## src/hw/debug_overlay_params.svh

```systemverilog
`ifndef DEBUG_OVERLAY_PARAMS_SVH
`define DEBUG_OVERLAY_PARAMS_SVH

// displayed value and its decimal form.
`define DOV_VALUE_WIDTH 16
`define DOV_DIGITS      5

// glyphs are square, one bit per pixel.
`define DOV_GLYPH_W     8

// raster pixel fields.
`define DOV_PIXEL_WIDTH 12
`define DOV_COORD_WIDTH 11

// top-left corner of the overlay box.
`define DOV_BOX_X0      32
`define DOV_BOX_Y0      16

`endif

```

## src/hw/debug_overlay_pkg.sv

```systemverilog
`include "debug_overlay_params.svh"

package debug_overlay_pkg;

    // one decimal digit, 0 to 9.
    typedef logic [3:0] bcd_digit_t;

    // index 0 holds the units digit.
    typedef bcd_digit_t [`DOV_DIGITS-1:0] bcd_word_t;

    // one raster pixel with its position.
    typedef struct packed {
        logic                        de;    // data enable.
        logic [`DOV_COORD_WIDTH-1:0] x;
        logic [`DOV_COORD_WIDTH-1:0] y;
        logic [`DOV_PIXEL_WIDTH-1:0] color;
    } pixel_t;

    // glyph position of a pixel inside the box.
    typedef struct packed {
        logic       in_box; // pixel gets overlaid.
        logic [2:0] slot;   // 0 is the leftmost digit.
        logic [2:0] col;    // 0 is the leftmost glyph column.
    } glyph_sel_t;

endpackage

```

## src/hw/overlay_front.sv

```systemverilog
`include "debug_overlay_params.svh"

module overlay_front (
    input  logic                          clk,
    input  logic                          rst,
    input  logic                          value_load,
    input  logic [`DOV_VALUE_WIDTH-1:0]   value,
    input  logic                          overlay_en,
    input  debug_overlay_pkg::pixel_t     pix_in,
    output debug_overlay_pkg::bcd_word_t  bcd,
    output logic [2:0]                    font_row,
    output debug_overlay_pkg::pixel_t     stage_pix,
    output debug_overlay_pkg::glyph_sel_t stage_sel
);

    localparam int SHIFT_W = `DOV_VALUE_WIDTH + 4 * `DOV_DIGITS;
    localparam logic [`DOV_COORD_WIDTH-1:0] BOX_X0 = `DOV_BOX_X0;
    localparam logic [`DOV_COORD_WIDTH-1:0] BOX_Y0 = `DOV_BOX_Y0;
    localparam logic [`DOV_COORD_WIDTH-1:0] BOX_W = `DOV_DIGITS * `DOV_GLYPH_W;
    localparam logic [`DOV_COORD_WIDTH-1:0] BOX_H = `DOV_GLYPH_W;

    logic [`DOV_VALUE_WIDTH-1:0]   value_q;
    debug_overlay_pkg::bcd_word_t  bcd_next;
    logic [`DOV_COORD_WIDTH-1:0]   dx;
    logic [`DOV_COORD_WIDTH-1:0]   dy;
    debug_overlay_pkg::glyph_sel_t sel_next;

    always_ff @(posedge clk) begin
        if (rst) begin
            value_q <= '0;
            bcd     <= '0;
        end else begin
            if (value_load) begin
                value_q <= value;
            end
            bcd <= bcd_next; // stable for all digit lookups.
        end
    end

    // double dabble with the digits above the binary part.
    always_comb begin
        logic [SHIFT_W-1:0] sh;
        sh = '0;
        sh[`DOV_VALUE_WIDTH-1:0] = value_q;
        for (int i = 0; i < `DOV_VALUE_WIDTH; i++) begin
            for (int j = 0; j < `DOV_DIGITS; j++) begin
                if (sh[`DOV_VALUE_WIDTH + 4*j +: 4] >= 4'd5) begin
                    sh[`DOV_VALUE_WIDTH + 4*j +: 4] = sh[`DOV_VALUE_WIDTH + 4*j +: 4] + 4'd3;
                end
            end
            sh = sh << 1;
        end
        bcd_next = sh[SHIFT_W-1 -: 4*`DOV_DIGITS];
    end

    assign dx = pix_in.x - BOX_X0; // wraps when left of the box.
    assign dy = pix_in.y - BOX_Y0;

    always_comb begin
        sel_next.in_box = overlay_en && pix_in.de
                       && (pix_in.x >= BOX_X0) && (dx < BOX_W)
                       && (pix_in.y >= BOX_Y0) && (dy < BOX_H);
        sel_next.slot   = dx[5:3]; // offset divided by glyph width.
        sel_next.col    = dx[2:0];
    end

    always_ff @(posedge clk) begin
        stage_pix <= pix_in;
        stage_sel <= sel_next;
        font_row  <= 3'd7 - dy[2:0]; // row 7 is the top line.
        if (rst) begin
            stage_pix.de     <= 1'b0;
            stage_sel.in_box <= 1'b0;
        end
    end

    genvar d;
    generate
        for (d = 0; d < `DOV_DIGITS; d++) begin : g_bcd_chk
            a_bcd_digit: assert property (@(posedge clk) disable iff (rst) bcd[d] <= 4'd9)
                else $error("bcd digit %0d out of range", d);
        end
    endgenerate

endmodule

```

## src/hw/glyph_row_rom.sv

```systemverilog
module glyph_row_rom (
    input  logic                          clk,
    input  logic                          rst,
    input  debug_overlay_pkg::bcd_digit_t digit,
    input  logic [2:0]                    row,
    output logic [7:0]                    bitmap_row
);

    logic [7:0] row_bits;

    // msb is the leftmost pixel, row 7 the top line.
    always_comb begin
        case (digit)
            4'd0: case (row)
                3'd7: row_bits = 8'b00111100;
                3'd6: row_bits = 8'b01000010;
                3'd5: row_bits = 8'b01000110;
                3'd4: row_bits = 8'b01001010;
                3'd3: row_bits = 8'b01010010;
                3'd2: row_bits = 8'b01100010;
                3'd1: row_bits = 8'b01000010;
                3'd0: row_bits = 8'b00111100;
            endcase
            4'd1: case (row)
                3'd7: row_bits = 8'b00011000;
                3'd6: row_bits = 8'b00101000;
                3'd5: row_bits = 8'b01001000;
                3'd4: row_bits = 8'b00001000;
                3'd3: row_bits = 8'b00001000;
                3'd2: row_bits = 8'b00001000;
                3'd1: row_bits = 8'b00001000;
                3'd0: row_bits = 8'b01111110;
            endcase
            4'd2: case (row)
                3'd7: row_bits = 8'b00111100;
                3'd6: row_bits = 8'b01000010;
                3'd5: row_bits = 8'b00000010;
                3'd4: row_bits = 8'b00000100;
                3'd3: row_bits = 8'b00001000;
                3'd2: row_bits = 8'b00010000;
                3'd1: row_bits = 8'b00100000;
                3'd0: row_bits = 8'b01111110;
            endcase
            4'd3: case (row)
                3'd7: row_bits = 8'b00111100;
                3'd6: row_bits = 8'b01000010;
                3'd5: row_bits = 8'b00000010;
                3'd4: row_bits = 8'b00011100;
                3'd3: row_bits = 8'b00000010;
                3'd2: row_bits = 8'b00000010;
                3'd1: row_bits = 8'b01000010;
                3'd0: row_bits = 8'b00111100;
            endcase
            4'd4: case (row)
                3'd7: row_bits = 8'b00000100;
                3'd6: row_bits = 8'b00001100;
                3'd5: row_bits = 8'b00010100;
                3'd4: row_bits = 8'b00100100;
                3'd3: row_bits = 8'b01000100;
                3'd2: row_bits = 8'b01111110;
                3'd1: row_bits = 8'b00000100;
                3'd0: row_bits = 8'b00000100;
            endcase
            4'd5: case (row)
                3'd7: row_bits = 8'b01111110;
                3'd6: row_bits = 8'b01000000;
                3'd5: row_bits = 8'b01000000;
                3'd4: row_bits = 8'b01111100;
                3'd3: row_bits = 8'b00000010;
                3'd2: row_bits = 8'b00000010;
                3'd1: row_bits = 8'b01000010;
                3'd0: row_bits = 8'b00111100;
            endcase
            4'd6: case (row)
                3'd7: row_bits = 8'b00111100;
                3'd6: row_bits = 8'b01000000;
                3'd5: row_bits = 8'b01000000;
                3'd4: row_bits = 8'b01111100;
                3'd3: row_bits = 8'b01000010;
                3'd2: row_bits = 8'b01000010;
                3'd1: row_bits = 8'b01000010;
                3'd0: row_bits = 8'b00111100;
            endcase
            4'd7: case (row)
                3'd7: row_bits = 8'b01111110;
                3'd6: row_bits = 8'b00000010;
                3'd5: row_bits = 8'b00000100;
                3'd4: row_bits = 8'b00001000;
                3'd3: row_bits = 8'b00010000;
                3'd2: row_bits = 8'b00010000;
                3'd1: row_bits = 8'b00010000;
                3'd0: row_bits = 8'b00010000;
            endcase
            4'd8: case (row)
                3'd7: row_bits = 8'b00111100;
                3'd6: row_bits = 8'b01000010;
                3'd5: row_bits = 8'b01000010;
                3'd4: row_bits = 8'b00111100;
                3'd3: row_bits = 8'b01000010;
                3'd2: row_bits = 8'b01000010;
                3'd1: row_bits = 8'b01000010;
                3'd0: row_bits = 8'b00111100;
            endcase
            4'd9: case (row)
                3'd7: row_bits = 8'b00111100;
                3'd6: row_bits = 8'b01000010;
                3'd5: row_bits = 8'b01000010;
                3'd4: row_bits = 8'b00111110;
                3'd3: row_bits = 8'b00000010;
                3'd2: row_bits = 8'b00000010;
                3'd1: row_bits = 8'b00000010;
                3'd0: row_bits = 8'b00111100;
            endcase
            default: row_bits = 8'b00000000; // not a decimal digit.
        endcase
    end

    always_ff @(posedge clk) begin
        if (rst) begin
            bitmap_row <= 8'b00000000;
        end else begin
            bitmap_row <= row_bits;
        end
    end

endmodule

```

## src/hw/overlay_mixer.sv

```systemverilog
`include "debug_overlay_params.svh"

module overlay_mixer (
    input  logic                          clk,
    input  logic                          rst,
    input  debug_overlay_pkg::pixel_t     stage_pix,
    input  debug_overlay_pkg::glyph_sel_t stage_sel,
    input  logic [`DOV_DIGITS-1:0][7:0]   glyph_rows,
    output debug_overlay_pkg::pixel_t     pix_out
);

    debug_overlay_pkg::pixel_t     pix_d;
    debug_overlay_pkg::glyph_sel_t sel_d;
    logic [2:0]                    digit_idx;
    logic [7:0]                    row_bits;
    logic                          glyph_bit;

    // lines up with the registered glyph rows.
    always_ff @(posedge clk) begin
        pix_d <= stage_pix;
        sel_d <= stage_sel;
        if (rst) begin
            pix_d.de     <= 1'b0;
            sel_d.in_box <= 1'b0;
        end
    end

    assign digit_idx = 3'(`DOV_DIGITS - 1) - sel_d.slot; // slot 0 is the top digit.
    assign row_bits  = glyph_rows[digit_idx];
    assign glyph_bit = row_bits[3'd7 - sel_d.col];

    always_ff @(posedge clk) begin
        pix_out <= pix_d;
        if (sel_d.in_box) begin
            pix_out.color <= glyph_bit ? {`DOV_PIXEL_WIDTH{1'b0}}  // black ink.
                                       : {`DOV_PIXEL_WIDTH{1'b1}}; // white box.
        end
        if (rst) begin
            pix_out.de <= 1'b0;
        end
    end

    // the front decode only flags slots that have a digit.
    a_slot_range: assert property (@(posedge clk) disable iff (rst)
        sel_d.in_box |-> (sel_d.slot < 3'(`DOV_DIGITS)))
        else $error("in-box pixel with slot %0d", sel_d.slot);

endmodule

```

## src/hw/debug_overlay_top.sv

```systemverilog
`include "debug_overlay_params.svh"

module debug_overlay_top (
    input  logic                        clk,
    input  logic                        rst,
    input  logic                        value_load,
    input  logic [`DOV_VALUE_WIDTH-1:0] value,
    input  logic                        overlay_en,
    input  debug_overlay_pkg::pixel_t   pix_in,
    output debug_overlay_pkg::pixel_t   pix_out
);

    debug_overlay_pkg::bcd_word_t  bcd;
    logic [2:0]                    font_row;
    debug_overlay_pkg::pixel_t     stage_pix;
    debug_overlay_pkg::glyph_sel_t stage_sel;
    logic [`DOV_DIGITS-1:0][7:0]   glyph_rows; // one row per digit, stage 2.

    overlay_front u_front (
        .clk        (clk),
        .rst        (rst),
        .value_load (value_load),
        .value      (value),
        .overlay_en (overlay_en),
        .pix_in     (pix_in),
        .bcd        (bcd),
        .font_row   (font_row),
        .stage_pix  (stage_pix),
        .stage_sel  (stage_sel)
    );

    genvar d;
    generate
        for (d = 0; d < `DOV_DIGITS; d++) begin : g_digit
            glyph_row_rom u_rom (
                .clk        (clk),
                .rst        (rst),
                .digit      (bcd[d]),
                .row        (font_row),
                .bitmap_row (glyph_rows[d])
            );
        end
    endgenerate

    overlay_mixer u_mixer (
        .clk        (clk),
        .rst        (rst),
        .stage_pix  (stage_pix),
        .stage_sel  (stage_sel),
        .glyph_rows (glyph_rows),
        .pix_out    (pix_out)
    );

endmodule

```

## config.mk

```make
export PLATFORM = sky130hd
export DESIGN_NAME = debug_overlay_top
export DESIGN_NICKNAME = d
export VERILOG_FILES = /design/src/hw/debug_overlay_pkg.sv /design/src/hw/overlay_front.sv /design/src/hw/glyph_row_rom.sv /design/src/hw/overlay_mixer.sv /design/src/hw/debug_overlay_top.sv
export VERILOG_INCLUDE_DIRS = /design/src /design/src/hw
export SDC_FILE = /design/constraint.sdc
export NUM_CORES = 1
export LEC_CHECK = 0
export ABC_CLOCK_PERIOD_IN_PS = 16200
export BUFFER_PORTS_ARGS = -buffer_cell sky130_fd_sc_hd__buf_2
export CAP_MARGIN = 20
export CORE_UTILIZATION = 60
export CTS_BUF_LIST = sky130_fd_sc_hd__clkbuf_8 sky130_fd_sc_hd__clkbuf_16
export DETAILED_ROUTE_END_ITERATION = 12
export GPL_ROUTABILITY_DRIVEN = 0
export PLACE_DENSITY = 0.85
export SETUP_SLACK_MARGIN = 0.15
export SLEW_MARGIN = 20
export SYNTH_ARGS = -nofsm -noshare
export SYNTH_HDL_FRONTEND = slang
export SYNTH_SLANG_ARGS = --single-unit
```

## constraint.sdc

```tcl
create_clock -name clk -period 16.2 [get_ports clk]
set_input_delay 2.43 -clock clk [delete_from_list [all_inputs] [get_ports clk]]
set_output_delay 2.43 -clock clk [all_outputs]
set_load 0.02 [all_outputs]
```

== Word-level counts from Yosys, hierarchy flattened ==
Memories as Yosys holds them, arrays and structs flattened. A register that Yosys moved wholly into a read port is not among the register bits.
Index checks and enable logic that the tools add are counted.

* Equality and inequality tests: 45
* $add $sub $neg: 70
* Muxes and demuxes: 76
* Reduce and logical (&&, ||, !) cells: 10
* $lt $le $gt $ge: 71

{| class="wikitable"
|+ Operator list
! operator !! count
|-
| $pmux W8 S10 || 5
|-
| $ge A4 B3 Y1 const B || 60
|-
| $mux W4 || 52
|-
| $add A4 B2 Y4 const B || 50
|-
| $eq A4 B3 Y1 const B || 20
|-
| $eq A4 B2 Y1 const B || 10
|-
| $eq A4 B4 Y1 const B || 10
|-
| $mux W3 || 13
|-
| $add A3 B2 Y3 const B || 10
|-
| $bmux W8 S3 || 1
|-
| $mux W12 || 2
|-
| $eq A4 B1 Y1 const B || 5
|-
| $logic_not A4 Y1 || 5
|-
| $ge A11 B5 Y1 const B || 1
|-
| $ge A11 B6 Y1 const B || 1
|-
| $lt A11 B4 Y1 const B || 1
|-
| $lt A11 B6 Y1 const B || 1
|-
| $sub A11 B5 Y11 const B || 1
|-
| $sub A11 B6 Y11 const B || 1
|-
| $add A1 B2 Y3 const B || 3
|-
| $ge A1 B3 Y1 const B || 3
|-
| $sub A3 B3 Y3 const A || 3
|-
| $lt A3 B4 Y1 const B || 2
|-
| $mux W8 || 1
|-
| 5 further kinds || 11
|}

* Output and inout port bits: 35
* Memory bits (read-only): 2320
* Input bits: 55
* Flip-flop bits (word level): 195
* Memories: 50

{| class="wikitable"
|+ Memories
! memory !! words !! width !! read ports !! clocked after Yosys merged registers in !! write ports !! RTL line !! source
|-
| (no name shown) || 8 || 6 || 1 || 1 || 0 || glyph_row_rom.sv:14 || <nowiki>4'd0: case (row)</nowiki>
|-
| (no name shown) || 8 || 6 || 1 || 1 || 0 || glyph_row_rom.sv:34 || <nowiki>4'd2: case (row)</nowiki>
|-
| (no name shown) || 8 || 6 || 1 || 1 || 0 || glyph_row_rom.sv:44 || <nowiki>4'd3: case (row)</nowiki>
|-
| (no name shown) || 8 || 6 || 1 || 1 || 0 || glyph_row_rom.sv:64 || <nowiki>4'd5: case (row)</nowiki>
|-
| (no name shown) || 8 || 6 || 1 || 1 || 0 || glyph_row_rom.sv:74 || <nowiki>4'd6: case (row)</nowiki>
|-
| (no name shown) || 8 || 6 || 1 || 1 || 0 || glyph_row_rom.sv:84 || <nowiki>4'd7: case (row)</nowiki>
|-
| 44 more memories || -- || -- || -- || -- || -- || -- ||
|}

== Logic depth before layout (Yosys ltp) ==
* Word-level depth: 30
* Gate-level depth with buffers: 68
* Depth with buffers taken out: 66

== Modules after synthesis ==
Synthesis repeated with hierarchy kept, for this count alone.

* Cell total of the unflattened synthesis: 1745
* Area, all modules: 14157.3 µm²

{| class="wikitable"
|+ By module, submodules not included
! module !! seq. area each (µm²) !! area each (µm²) !! cells each !! times used
|-
| overlay_front || 1521.5 || 7295.7 || 952 || 1
|-
| glyph_row_rom at g_digit[2].u_rom ... || 120.1 || 957.2 || 128 || 3
|-
| overlay_mixer || 1541.5 || 2199.6 || 157 || 1
|-
| glyph_row_rom at g_digit[1].u_rom || 120.1 || 905.9 || 132 || 1
|-
| glyph_row_rom at g_digit[0].u_rom || 120.1 || 884.6 || 120 || 1
|}

== Worst setup path after synthesis ==
No wires, ideal clock.

* Path type: reg2reg
* Start: reg u_front.value_q[13]
* End: reg u_front.bcd[6] (netlist name)
* Path buffers: 2
* Cell stages (with the launch flop): 69
* Setup slack: 3.986 ns
* Arrival time: 12.097 ns
* Cell sequence: dfxtp_1 -> clkbuf_1 -> inv_1 -> ha_1 -> inv_1 -> ha_1 -> a21oi_2 -> xnor2_1 -> inv_2 -> ha_1 -> nor2b_1 -> o21ai_1 -> a21oi_2 -> xnor2_1 -> ha_1 -> nand2b_1 -> o2111ai_1 -> o21ai_0 -> [... 33 more ...] -> nor2_1 -> inv_1 -> ha_1 -> inv_1 -> nand3_1 -> nand3_1 -> a22oi_2 -> inv_1 -> ha_1 -> o211ai_1 -> and3_1 -> ha_1 -> nor2_1 -> or3_1 -> a32oi_1 -> nand2b_1 -> nand2_1 -> a32o_1

* Word-level cells in the longest chain between the ends: 26
* Elaborated cells on any way between the ends: 72
* Those cells by class: add/sub (24); order compare (24); mux (24)

{| class="wikitable"
|+ Ends and longest elaborated chain
! item !! RTL line !! source
|-
| from (decl) || overlay_front.sv:22 || <nowiki>logic [`DOV_VALUE_WIDTH-1:0] value_q;</nowiki>
|-
| from (signal assigned) || overlay_front.sv:34 || <nowiki>value_q <= value;</nowiki>
|-
| $add A4 B2 Y4 or $ge A4 B3 Y1 (tied branches) || overlay_front.sv:48, overlay_front.sv:47 ||
|-
| $mux W4 * || overlay_front.sv:47 || <nowiki>if (sh[`DOV_VALUE_WIDTH + 4*j +: 4] >= 4'd5) begin</nowiki>
|-
| $add A4 B2 Y4 or $ge A4 B3 Y1 (tied branches) || overlay_front.sv:48, overlay_front.sv:47 ||
|-
| $mux W4 || overlay_front.sv:47 ||
|-
| $add A4 B2 Y4 or $ge A4 B3 Y1 (tied branches) || overlay_front.sv:48, overlay_front.sv:47 ||
|-
| $mux W4 || overlay_front.sv:47 ||
|-
| $ge A4 B3 Y1 or $add A4 B2 Y4 (tied branches) || overlay_front.sv:47, overlay_front.sv:48 ||
|-
| $mux W4 || overlay_front.sv:47 ||
|-
| [... 10 more ...] || -- ||
|-
| $ge A4 B3 Y1 or $add A4 B2 Y4 (tied branches) || overlay_front.sv:47, overlay_front.sv:48 ||
|-
| $mux W4 || overlay_front.sv:47 ||
|-
| $add A4 B2 Y4 or $ge A4 B3 Y1 (tied branches) || overlay_front.sv:48, overlay_front.sv:47 ||
|-
| $mux W4 || overlay_front.sv:47 ||
|-
| $add A4 B2 Y4 or $ge A4 B3 Y1 (tied branches) || overlay_front.sv:48, overlay_front.sv:47 ||
|-
| $mux W4 || overlay_front.sv:47 ||
|-
| $add A4 B2 Y4 or $ge A4 B3 Y1 (tied branches) || overlay_front.sv:48, overlay_front.sv:47 ||
|-
| $mux W4 * || overlay_front.sv:47 ||
|-
| to (signal assigned) || overlay_front.sv:36 || <nowiki>bcd <= bcd_next;</nowiki>
|-
| to (decl) || overlay_front.sv:10 || <nowiki>output debug_overlay_pkg::bcd_word_t bcd,</nowiki>
|}

Mark *: on every way between the ends. The rest lies on a longest branch, timed or not.
A chain may end at the register's enable or synchronous reset.

== Worst setup path in the final report ==
Ends and elaborated chain as after synthesis.

==> impl_results.md <==
- Outcome: finished, final reports clean
- # rows: 52
- Worst skew pair latency: 0.52 ns
- Die Area: between 20000 and 25000 sq um
- DP Worst Slack: 2.49 ns
- Setup TNS: 0 ns
- Critical hold path startpoint: u_mixer.pix_d[13]
- Drt total wl: ~33000 um
- CP top delay family: compound AO/OA/AOI/OAI gates
- Die Span X: 148 um
- FF-to-FF Start: u_front.value_q[13]
- Fillers: 1647
- Synth Area in Simple Gates: between 10% and 20%
- First-pass GRT wire length: 52500 um
- Ys flop type: dfxtp_1
- Area of the multi-input gates: a little over 8000 sq um
- Initial Utilization: 62.2%
- Max-cap violations: 0
- Total core area: 20500 sq um
- Syn_area_per_cell: 8.22 sq um
- Worst R2R Setup Slack: roughly 2.2 ns
- Hold EP: u_mixer.pix_out[13]
- Slew margin rel.: 30.6%
- Drt via density: 6.47
- CTS sink cnt: about 200
- Via count: between 10000 and 15000
- CP endpoint kind: flop
- Final HPWL DP: 22400 um
- Worst setup SP type: flop
- CTS HTree Levels: 1
- Final hold violation count: 0
- Cts repair resizes: 0
- Worst Path Required: 16.60 ns
- Least-Margin Pin Slew: 1.04 ns
- Minimum clock period: 14.01 ns
- Count of final setup violators: 0
- Largest family of logic cells by synthesized area: compound AO/OA/AOI/OAI gates
- Area share of fa/ha/maj cells after synthesis: 4.03%
- Slowest CP cell: dfxtp_1
- Die Ht: 148 um
- Hold Path Class: flop to flop
- Worst path most repeated cell: ha_1
- Syn Nets: about 1600
- Number of synthesized flops with an enable pin: 0
- Yosys warning count: 0
- CTS tree: done
- Drt initial violations: 1161
- Multiplexer area fraction after synthesis: 8.37%
- Slew Viols, Final: 0
- Nets: 1670
- Gate Count Post-Synth: 1550
- ANT nets after route: 0
- CP Class: flop to flop
- Fmax: 0.0714 GHz
- Worst Slack Setup Final: between 2 and 2.5 ns
- Synth Register Bits: around 200
- Post-Synth XOR/XNOR Area: 1.97%
- R2R cell count: 66
- Vias in the first global route: 10924
- Area occupied by registers: approximately 4000 sq um
- CTS clk-pin slew, worst paths: 0.06 ns
- Post-CTS setup buffers: 0
- Clk buf depth: 3
- Seq/Total Area, Yosys: 31.7%
- Final non-filler cell total: ~1900
- # placed instances: 1820
- Synthesis-to-finish area growth: 9.16%
- Share of cells above drive strength 1: 14.7%
- CP max stage delay: roughly 0.57 ns
- Grt ovf: 0
- CTS root buf: clkbuf_16
- DRT Pass-1 Iters: 8
- Antenna violations before repair: 0
- Hold Path Depth: 0
- Worst flop-to-flop path endpoint: u_front.bcd[6]
- Post-CTS Hold Buffers: 0
- DRC violations left: 0
- Wire per inst: 17.5 um
- RSZ-0062 raised after global routing: no
- I/O pins: 90
- Post-synthesis compound-gate area fraction: 29.1%
- GRT Total Usage: between 20 and 30%
- Inserted Clock Buffers: 21
- N_diodes: 0
- Buffers added on ports: 89
- Largest net degree at the start of global routing: 44
- Buf/Inv on CP: 8
- Mapped Area: 12700 sq um
- Worst-path fanout max: 12
- Yosys cell types: roughly 110
- CP Depth: 66
- CP arrival: 14.41 ns
- Fin crit share: 86.5%
- Max Clock Skew: 0.0205 ns
- Async set-reset flop share out of synthesis: 0%
[layout by cell type, fill, tap and decap left out, drive strengths merged, types with 16 or more instances in the layout]
| cell type | synthesis | final |
|---|---|---|
| nor2 | 195 | 195 |
| nand2 | 112 | 112 |
| buf | 17 | 93 |
| a211oi | 23 | 23 |
| a211o | 16 | 16 |
| xnor2 | 22 | 22 |
| o22ai | 16 | 16 |
| mux2i | 53 | 53 |
| clkbuf | 75 | 24 |
| a31oi | 23 | 23 |
| nand3 | 49 | 49 |
| nor2b | 36 | 36 |
| a21oi | 95 | 95 |
| nand2b | 20 | 20 |
| ha | 41 | 41 |
| o211ai | 23 | 23 |
| o21ai | 92 | 92 |
| a221oi | 17 | 17 |
| mux2 | 26 | 26 |
| a22oi | 26 | 26 |
| nor3 | 41 | 41 |
| inv | 64 | 74 |
| dfxtp | 202 | 202 |
[worst max path at each step]
stage                           to                start  slack [ns]
floorplan           u_front.bcd[6]  u_front.value_q[13]        3.99
global placement    u_front.bcd[6]  u_front.value_q[13]        3.17
detailed placement  u_front.bcd[6]  u_front.value_q[13]        2.49
CTS                 u_front.bcd[6]  u_front.value_q[13]        2.46
global route        u_front.bcd[6]  u_front.value_q[13]        1.02
finish              u_front.bcd[6]  u_front.value_q[13]        2.19
[cell usage after synthesis, types with 6 or more instances]
cell	number	area (sq um)
nor3_1	38	190
a311oi_1	9	78.8
dfxtp_1	202	4040
ha_1	41	513
o21bai_1	7	52.6
a22o_1	9	78.8
mux4_2	9	203
nor4_1	6	37.5
o31a_1	6	52.6
nand3_1	48	240
nand3b_1	6	45.0
a21o_1	13	97.6
a22oi_1	25	188
and3_1	9	56.3
nor3b_1	7	52.6
or3_1	12	75.1
o21ai_1	10	50.1
mux2_2	22	248
buf_1	11	41.3
a31oi_1	23	144
nor2_1	194	728
a31o_2	6	52.6
inv_1	61	229
o21ai_0	82	410
a221oi_1	14	123
a211o_1	16	140
clkbuf_1	74	278
a32oi_1	9	78.8
nor2b_1	36	225
a21oi_1	87	435
o2111ai_1	8	70.1
a21oi_2	8	70.1
a211oi_1	20	150
mux2i_1	49	490
o211ai_1	21	158
o22ai_1	15	93.8
o21a_1	13	97.6
nand2_1	111	417
and2_1	11	68.8
nand4_1	8	50.1
nand2b_1	20	125
o31ai_1	6	45.0
xnor2_1	20	175
[stage by stage]
step                cell area (sq um)  hold slack [ns]  utilization [%]
floorplan                       12700            0.310                -
global placement                13200            0.310             64.4
detailed placement              13200            0.312             64.4
CTS                             13900            0.325             67.9
global route                    13900            0.330             67.9
finish                          13900            0.321             67.9
[cells by family after synthesis]
kind of cell / count (synthesis)
XOR/XNOR: 27
multiplexers: 88
AO/OA/AOI/OAI: 500
adder cells (fa/ha/maj): 41
AND/OR/NAND/NOR: 533
flip-flops: 202
buffers and inverters: 159
[routing by layer]
layer	part of all wire, %	GRT usage [%]
met1	41	35.9
met2	49	50.3
met3	6.7	3.67
met4	3.7	13.0
met5	0	0
[cell type report]
cell class,count,share of cell area (%)
Clock buffer,24,4.07
Tap cell,270,2.43
Inverter,67,1.81
Sequential cell,202,29.1
Multi-Input combinational cell,1189,58.2
Clock inverter,14,1.05
Timing Repair Buffer,93,3.40
Power is not shown: default switching activity piles up to over one toggle a cycle in this logic, so the estimate is an artifact.
